$ cat config.mk
export PLATFORM = sky130hd
export DESIGN_NAME = exu_alu_top
export DESIGN_NICKNAME = d
export VERILOG_FILES = /design/src/hdl/branch_pkg.sv /design/src/hdl/alu_pkg.sv /design/src/hdl/exu_alu_top.sv /design/src/hdl/alu_result_stage.sv /design/src/hdl/alu_bit_count.sv /design/src/hdl/alu_shifter.sv /design/src/hdl/alu_compare_stage.sv
export SDC_FILE = /design/constraint.sdc
export NUM_CORES = 1
export LEC_CHECK = 0
export ABC_AREA = 1
export BUFFER_PORTS_ARGS = -buffer_cell sky130_fd_sc_hd__buf_4
export CAP_MARGIN = 20
export CORE_UTILIZATION = 34
export DETAILED_ROUTE_END_ITERATION = 8
export SYNTH_ARGS = -nofsm -noshare
export SYNTH_HDL_FRONTEND = slang
export SYNTH_HIERARCHICAL = 1
export SYNTH_SLANG_ARGS = --single-unit
$ cat constraint.sdc
create_clock -name clk -period 18.55 [get_ports clk]
set_input_delay 3.71 -clock clk [delete_from_list [all_inputs] [get_ports clk]]
set_output_delay 3.71 -clock clk [all_outputs]
set_load 0.02 [all_outputs]
$ cat src/hdl/branch_pkg.sv
//////////////////////////////////////////////////////////////////////
// conditional branch encodings resolved in the second ALU stage
//////////////////////////////////////////////////////////////////////

package branch_pkg;

   // BR_NONE marks an operation that is not a branch
   typedef enum logic [2:0]
   {
      BR_NONE,
      BR_EQ,
      BR_NE,
      BR_LT,
      BR_GE,
      BR_LTU,
      BR_GEU
   } br_cond_e;

endpackage

$ cat src/hdl/alu_pkg.sv
//////////////////////////////////////////////////////////////////////
// data widths and operation codes shared by both ALU pipeline stages
// import with a wildcard in the module header
//////////////////////////////////////////////////////////////////////

package alu_pkg;

   localparam int WORD_W = 32;

   // operand and result word of the 32-bit ISA
   typedef logic [WORD_W-1:0] word_t;

   // shift and rotate amount, low bits of operand b
   typedef logic [4:0] shamt_t;

   // clz, ctz and cpop result, 0 to 32
   typedef logic [5:0] count_t;

   typedef enum logic [4:0]
   {
      OP_ADD,  OP_SUB,
      OP_SLT,  OP_SLTU,
      OP_AND,  OP_OR,   OP_XOR,
      OP_ANDN, OP_ORN,  OP_XNOR,
      OP_SLL,  OP_SRL,  OP_SRA,
      OP_ROL,  OP_ROR,
      OP_CLZ,  OP_CTZ,  OP_CPOP,
      OP_MIN,  OP_MAX,  OP_MINU, OP_MAXU
   } alu_op_e;

endpackage
$ cat src/hdl/exu_alu_top.sv
//////////////////////////////////////////////////////////////////////
// two-stage ALU pipeline, two enabled cycles from issue to result
//////////////////////////////////////////////////////////////////////
`timescale 1ns/1ps

module exu_alu_top
   import alu_pkg::*;
   import branch_pkg::*;
(
   input  logic     clk,
   input  logic     rst_n,
   input  logic     enable,
   input  logic     valid,
   input  alu_op_e  op,
   input  br_cond_e cond,
   input  word_t    a,
   input  word_t    b,
   output logic     result_valid,
   output logic     br_taken,
   output word_t    result
);

   logic     s1_valid;
   alu_op_e  s1_op;
   br_cond_e s1_cond;
   word_t    s1_a;
   word_t    s1_b;
   word_t    s1_sum;
   logic     s1_eq;
   logic     s1_lt_s;
   logic     s1_lt_u;

   alu_compare_stage u_compare
   (
      .clk      (clk),
      .rst_n    (rst_n),
      .enable   (enable),
      .valid    (valid),
      .op       (op),
      .cond     (cond),
      .a        (a),
      .b        (b),
      .s1_valid (s1_valid),
      .s1_op    (s1_op),
      .s1_cond  (s1_cond),
      .s1_a     (s1_a),
      .s1_b     (s1_b),
      .s1_sum   (s1_sum),
      .s1_eq    (s1_eq),
      .s1_lt_s  (s1_lt_s),
      .s1_lt_u  (s1_lt_u)
   );

   alu_result_stage u_result
   (
      .clk          (clk),
      .rst_n        (rst_n),
      .enable       (enable),
      .s1_valid     (s1_valid),
      .s1_op        (s1_op),
      .s1_cond      (s1_cond),
      .s1_a         (s1_a),
      .s1_b         (s1_b),
      .s1_sum       (s1_sum),
      .s1_eq        (s1_eq),
      .s1_lt_s      (s1_lt_s),
      .s1_lt_u      (s1_lt_u),
      .result_valid (result_valid),
      .br_taken     (br_taken),
      .result       (result)
   );

endmodule

$ cat src/hdl/alu_result_stage.sv
//////////////////////////////////////////////////////////////////////
// second ALU stage: logic, shift, count and min/max units, result
// select, branch resolution and the output registers
//////////////////////////////////////////////////////////////////////
`timescale 1ns/1ps

module alu_result_stage
   import alu_pkg::*;
   import branch_pkg::*;
(
   input  logic     clk,
   input  logic     rst_n,
   input  logic     enable,
   input  logic     s1_valid,
   input  alu_op_e  s1_op,
   input  br_cond_e s1_cond,
   input  word_t    s1_a,
   input  word_t    s1_b,
   input  word_t    s1_sum,
   input  logic     s1_eq,
   input  logic     s1_lt_s,
   input  logic     s1_lt_u,
   output logic     result_valid,
   output logic     br_taken,
   output word_t    result
);

   word_t  shift_out;
   count_t bit_count;
   word_t  result_d;
   logic   taken_d;

   alu_shifter u_shifter
   (
      .op        (s1_op),
      .a         (s1_a),
      .amount    (s1_b[4:0]),
      .shift_out (shift_out)
   );

   alu_bit_count u_bit_count
   (
      .op    (s1_op),
      .a     (s1_a),
      .count (bit_count)
   );

   // min picks a and max picks b when a < b, else the other operand
   always_comb
   begin
      case (s1_op)
         OP_ADD,
         OP_SUB:  result_d = s1_sum;
         OP_SLT:  result_d = word_t'(s1_lt_s);
         OP_SLTU: result_d = word_t'(s1_lt_u);
         OP_AND:  result_d = s1_a & s1_b;
         OP_OR:   result_d = s1_a | s1_b;
         OP_XOR:  result_d = s1_a ^ s1_b;
         OP_ANDN: result_d = s1_a & ~s1_b;
         OP_ORN:  result_d = s1_a | ~s1_b;
         OP_XNOR: result_d = s1_a ^ ~s1_b;
         OP_SLL,
         OP_SRL,
         OP_SRA,
         OP_ROL,
         OP_ROR:  result_d = shift_out;
         OP_CLZ,
         OP_CTZ,
         OP_CPOP: result_d = word_t'(bit_count);
         OP_MIN:  result_d = s1_lt_s ? s1_a : s1_b;
         OP_MAX:  result_d = s1_lt_s ? s1_b : s1_a;
         OP_MINU: result_d = s1_lt_u ? s1_a : s1_b;
         OP_MAXU: result_d = s1_lt_u ? s1_b : s1_a;
         default: result_d = '0;
      endcase
   end

   always_comb
   begin
      case (s1_cond)
         BR_EQ:   taken_d = s1_eq;
         BR_NE:   taken_d = ~s1_eq;
         BR_LT:   taken_d = s1_lt_s;
         BR_GE:   taken_d = ~s1_lt_s;
         BR_LTU:  taken_d = s1_lt_u;
         BR_GEU:  taken_d = ~s1_lt_u;
         default: taken_d = 1'b0;
      endcase
   end

   always_ff @(posedge clk)
   begin
      if (!rst_n)
      begin
         result_valid <= 1'b0;
         result       <= '0;
         br_taken     <= 1'b0;
      end
      else if (enable)
      begin
         result_valid <= s1_valid;
         // outputs keep the last result between valid ops
         if (s1_valid)
         begin
            result   <= result_d;
            br_taken <= taken_d;
         end
      end
   end

endmodule

$ cat src/hdl/alu_bit_count.sv
//////////////////////////////////////////////////////////////////////
// leading zero, trailing zero and population count of operand a
//////////////////////////////////////////////////////////////////////
`timescale 1ns/1ps

module alu_bit_count
   import alu_pkg::*;
(
   input  alu_op_e op,
   input  word_t   a,
   output count_t  count
);

   word_t  a_reverse;
   word_t  lzd_in;
   count_t lz_count;
   count_t pop_count;
   logic   found;

   // ctz is clz of the bit-reversed word
   assign a_reverse = {<<{a}};
   assign lzd_in    = (op == OP_CTZ) ? a_reverse : a;

   // zeros above the first one, 32 when the word is zero
   always_comb
   begin
      lz_count = '0;
      found    = 1'b0;
      for (int i = 31; i >= 0; i--)
      begin
         if (!found)
         begin
            if (lzd_in[i])
               found = 1'b1;
            else
               lz_count = lz_count + count_t'(1);
         end
      end
   end

   always_comb
   begin
      pop_count = '0;
      for (int i = 0; i < 32; i++)
         pop_count = pop_count + count_t'(a[i]);
   end

   assign count = ((op == OP_CLZ) || (op == OP_CTZ)) ? lz_count  :
                  (op == OP_CPOP)                     ? pop_count : '0;

endmodule

$ cat src/hdl/alu_shifter.sv
//////////////////////////////////////////////////////////////////////
// shift and rotate unit, one 63-bit right shifter for all five ops
//////////////////////////////////////////////////////////////////////
`timescale 1ns/1ps

module alu_shifter
   import alu_pkg::*;
(
   input  alu_op_e op,
   input  word_t   a,
   input  shamt_t  amount,
   output word_t   shift_out
);

   logic        shift_left;
   shamt_t      right_amt;
   logic [30:0] ext_upper;
   logic [62:0] shift_extend;
   logic [62:0] shift_long;
   word_t       shift_mask;

   // left shifts become a right shift by 32 - amount
   assign shift_left = (op == OP_SLL) || (op == OP_ROL);
   assign right_amt  = shift_left ? (5'd0 - amount) : amount;

   // upper half holds sign copies for sra, or a wrapped copy of a
   always_comb
   begin
      case (op)
         OP_SRA:  ext_upper = {31{a[31]}};
         OP_SLL,
         OP_ROL,
         OP_ROR:  ext_upper = a[30:0];
         default: ext_upper = '0;
      endcase
   end

   assign shift_extend = {ext_upper, a};
   assign shift_long   = shift_extend >> right_amt;

   // sll drops the bits that wrapped in from the top
   assign shift_mask = 32'hffff_ffff << ((op == OP_SLL) ? amount : 5'd0);

   assign shift_out = shift_long[31:0] & shift_mask;

endmodule

$ cat src/hdl/alu_compare_stage.sv
//////////////////////////////////////////////////////////////////////
// first ALU stage: adder, compare flags and the stage 1 registers
//////////////////////////////////////////////////////////////////////
`timescale 1ns/1ps

module alu_compare_stage
   import alu_pkg::*;
   import branch_pkg::*;
(
   input  logic     clk,
   input  logic     rst_n,
   input  logic     enable,
   input  logic     valid,
   input  alu_op_e  op,
   input  br_cond_e cond,
   input  word_t    a,
   input  word_t    b,
   output logic     s1_valid,
   output alu_op_e  s1_op,
   output br_cond_e s1_cond,
   output word_t    s1_a,
   output word_t    s1_b,
   output word_t    s1_sum,
   output logic     s1_eq,
   output logic     s1_lt_s,
   output logic     s1_lt_u
);

   logic        is_sub;
   word_t       b_opnd;
   word_t       sum;
   logic [32:0] diff_full;
   logic        ov;

   // add or sub result for the arithmetic ops
   assign is_sub = (op == OP_SUB);
   assign b_opnd = is_sub ? ~b : b;
   assign sum    = a + b_opnd + word_t'(is_sub);

   // the compare always uses a - b, whatever the op
   assign diff_full = {1'b0, a} + {1'b0, ~b} + 33'd1;

   // signed overflow when operand signs differ and the sign flips
   assign ov = (~a[31] &  b[31] &  diff_full[31]) |
               ( a[31] & ~b[31] & ~diff_full[31]);

   always_ff @(posedge clk)
   begin
      if (!rst_n)
      begin
         s1_valid <= 1'b0;
         s1_op    <= OP_ADD;
         s1_cond  <= BR_NONE;
         s1_a     <= '0;
         s1_b     <= '0;
         s1_sum   <= '0;
         s1_eq    <= 1'b0;
         s1_lt_s  <= 1'b0;
         s1_lt_u  <= 1'b0;
      end
      else if (enable)
      begin
         s1_valid <= valid;
         if (valid)
         begin
            s1_op   <= op;
            s1_cond <= cond;
            s1_a    <= a;
            s1_b    <= b;
            s1_sum  <= sum;
            s1_eq   <= (diff_full[31:0] == '0);
            // sign xor overflow for signed, no carry out for unsigned
            s1_lt_s <= diff_full[31] ^ ov;
            s1_lt_u <= ~diff_full[32];
         end
      end
   end

endmodule

==> flow_results.org <==
** Final layout
- 0 antenna diodes ended up in the layout.
- Synthesis-to-layout area growth :: 8.444%
- At the end of the flow, the number of nets in the layout was 4863.
- In the final layout, the share of cells above drive strength 1 is 0.07529.
- Number of fill cells in the layout :: 8052
- Most used cells in the layout excluding fill and tap cells :: nand2_1, nand3_1, inv_1, nor2_1, o21ai_0
- After the flow finishes, the layout carries non-filler instances totaling 5615.
- The library cell used most frequently in the layout, excluding fill and tap cells, is nand2_1.

** CTS
- The number of clock buffers added by TritonCTS is 17.
- Post-CTS repair changed the size of 0 cells.
- Number of H-tree levels :: 4
- Maximum root-to-sink buffer count :: 2
- Buffers inserted to repair hold after CTS numbered 0.
- Skew-Pair Late Insertion Delay :: 450 ps
- CTS sink cnt :: 142
- TritonCTS clock tree :: built
- Buffer type at the clock tree root :: clkbuf_16
- In this run the post-CTS setup repair buffer count came out at 0.
- Clock edge transition at the registers on the reported setup and hold paths :: 70 ps

** Hold path
- Worst Hold Path Cells :: 2
- Type of the tightest min-delay check :: flop to flop

** STA
- For the pin with the worst max-slew slack, the measured transition is 1100 ps.
- Max Clock Freq :: 67.82 MHz
- Max Clock Skew :: 14.62 ps
- The number of failing hold endpoints at the final stage came to 0.
- Final cycle utilization of the critical path :: 0.7948
- Finish-stage setup viols :: 0
- RSZ-0062 raised after global routing :: no
- The routed design could run at a clock period as short as 14740 ps.
- Worst slew margin relative to its limit :: 0.2650
- Setup_tns :: 0 ps
- The final-report max-slew violation count came to 0.

** Detailed routing
- Dividing the detail-routed wire length by the instance count gives 17.70 um.
- Average via count per standard cell :: 5.260
- The routed design has 99410 um of wire.
- In the routed design, unresolved DRC markers number 0.
- Number of detailed-route iterations in the first pass :: 6
- ANT nets after route :: 0
- Total number of vias :: 29533
- In this run, the number of DRC markers left after iteration 0 of detailed routing was 3360.

** Global routing
- The first global-routing pass estimated 153000 um of wire.
- The number of global-route vias before repair came to 26473.
- Largest net degree at the start of global routing :: 102
- Global routing finished with a remaining overflow of 0.
- Number of antenna violations at the first check in global routing :: 3
- Across every metal layer, demand over resource in global routing totals 0.2655.

** Synth
- Synth Cell Area :: 24400 um^2
- Synthesis produced a netlist with a net count of 4897.
- Of the post-synthesis cell area, the dominant cell type holds 0.2449.
- In this run, synthesis produced a sequential element count of 142.
- Mean post-synth cell area :: 5.197 um^2
- Instance count of the mapped netlist :: 4696
- The share of the Yosys chip area taken by registers is 0.1165.
- The Yosys step of the flow raised 6 warnings.
- Yosys mapped the design onto 59 distinct sky130hd cell types.
- nand2_1 takes more of the synthesized area than any other cell.
- By area the synthesized netlist is led by nand2_1, nand3_1, dfxtp_1.

** Pwr
- The worst-case IR drop observed on VDD is 0.05147 mV.
- In this run the static leakage power is 14.12 nW.
- For this design the ratio of total power to cell area is 66.53 nW/um^2.

** Worst setup path
- Highest-delay cell along the critical path :: dfxtp_1
- Counting buffers and inverters, the worst setup path is 105 cells deep.
- Critical Path Max Stage Delay :: 910 ps
- Critical-path maximum fanout :: 50
- Data on the critical path arrives at its endpoint at 15130 ps.
- The worst setup path is launched from a flop.
- The worst register-to-register path ends at u_result/result[4]$_SDFFE_PN0P_.
- The kind of cell with the highest combined delay along the critical path is simple AND/OR/NAND/NOR gates.
- Most prevalent standard cell on the critical path :: nand2_1
- In this run the worst setup path begins at u_compare/s1_op[4]$_SDFFE_PN0P_.
- The worst register-to-register path has a depth of 105.
- The worst register-to-register path begins at u_compare/s1_op[4]$_SDFFE_PN0P_.
- By startpoint and endpoint, the worst setup path is classified as flop to flop.
- The critical path ends at u_result/result[4]$_SDFFE_PN0P_.
- CP Capture Type :: flop
- Flop-to-flop setup slack :: 3810 ps
- At the worst endpoint, the required time is 18940 ps.
- The number of buffers and inverters on the critical path is 21.

** Place
- Including well taps, the total number of placed cells is 5582.
- Count of buffers from port buffering :: 109
- DP Wirelength :: 73040 um
- Last weighted congestion value of the routability-driven placer :: 0.9738

** Floorplanning
- The floorplan step defined a core boundary enclosing 70510 um^2.
- 110 I/O pins were placed.
- The floorplan step set the die width to 269.9 um.
- For this configuration, the core starts out at a cell density of 0.3461.
- Overall die area :: 72850 um^2
- Count of standard-cell rows :: 97
- From bottom edge to top edge, the die measures 269.9 um.

** Run status
- The flow ran to the end, and the final reports show no timing, DRC or antenna violations.

** Run
- Maximum Capacitance Violations :: 0
-- kinds of logic after synthesis --
kind of cell / after synthesis / share of synthesized area
XOR/XNOR: 78 / 0.02861
multiplexers: 5 / 0.002051
AND/OR/NAND/NOR: 2933 / 0.5190
AO/OA/AOI/OAI: 563 / 0.1226
flip-flops: 142 / 0.1165
adder cells (fa/ha/maj): 125 / 0.07178
buffers and inverters: 850 / 0.1395
-- worst min path at each step --
| stage | startpoint | to |
|---|---|---|
| final | u_result/result[17]$_SDFFE_PN0P_ | u_result/result[17]$_SDFFE_PN0P_ |
| after global routing | u_result/result[22]$_SDFFE_PN0P_ | u_result/result[22]$_SDFFE_PN0P_ |
| after CTS | u_result/result[27]$_SDFFE_PN0P_ | u_result/result[27]$_SDFFE_PN0P_ |
| after detailed placement | u_result/result[27]$_SDFFE_PN0P_ | u_result/result[27]$_SDFFE_PN0P_ |
| after global placement | u_compare/s1_valid$_SDFFE_PN0P_ | u_compare/s1_valid$_SDFFE_PN0P_ |
| after floorplan | u_compare/s1_valid$_SDFFE_PN0P_ | u_compare/s1_valid$_SDFFE_PN0P_ |
-- registers in the layout, summed over array words and instances, names as in the netlist --
name,count
u_compare/s1_lt_u,1
u_result/br_taken,1
u_compare/s1_b,32
u_compare/s1_eq,1
u_compare/s1_lt_s,1
u_compare/s1_sum,32
u_compare/s1_valid,1
u_result/result_valid,1
u_compare/s1_cond,3
u_compare/s1_a,32
u_result/result,32
u_compare/s1_op,5
-- power breakdown --
part / internal (mW) / switching [mW]
Combinational: 0.349 / 0.701
Clock: 0.193 / 0.158
Sequential: 0.323 / 0.0356
-- metrics by stage --
stage	setup WS, ps	area (um^2)	util	total power, mW	hold slack, ps
after floorplan	5469	24400	-	1.135	439.1
after global placement	4175	25830	0.3663	1.388	448.8
after detailed placement	3881	25850	0.3666	1.398	456.4
after CTS	3818	26440	0.3749	1.751	466.5
after global routing	2226	26470	0.3753	1.930	483.6
final	3806	26470	0.3753	1.761	463.8
-- worst min-delay path, stage by stage (launching register included) --
cell and delay (ps):
dfxtp_1 310, nand2_1 60, a21oi_1 50
-- Yosys cell counts (all sizes together) --
cell	n
fa	25
nor4	2
nand4	81
o211ai	19
nor2	502
o21bai	7
clkinv	6
a221oi	1
buf	99
a32o	1
inv	637
and3	2
o21ai	311
a21oi	198
a31oi	5
nor3	22
xor2	58
clkbuf	108
a21boi	3
mux2i	5
o22ai	2
nand3	661
or2	23
a21o	6
o21a	2
nand2	1624
xnor2	20
and2	6
o2111ai	3
ha	100
o31ai	2
dfxtp	142
nand3b	10
a211oi	1
o221ai	2
-- per-layer routing --
metal | global-route usage | share of wire | vias to the layer above
met5 | 0 | 0 | -
li1 | - | - | 14881
met1 | 0.3321 | 0.41 | 13086
met4 | 0.1737 | 0.072 | 0
met3 | 0.04107 | 0.085 | 268
met2 | 0.4220 | 0.44 | 1298
-- final cells by class --
class | instances | area, um^2 | share of cell area
Timing Repair Buffer | 154 | 1189 | 0.04491
Clock buffer | 18 | 439.2 | 0.01659
Inverter | 643 | 2436 | 0.09205
Clock inverter | 14 | 146.4 | 0.005531
Sequential cell | 142 | 2849 | 0.1076
Multi-Input combinational cell | 3704 | 18230 | 0.6888
Tap cell | 940 | 1176 | 0.04444
Note: power is estimated with default switching activity, not from simulation.
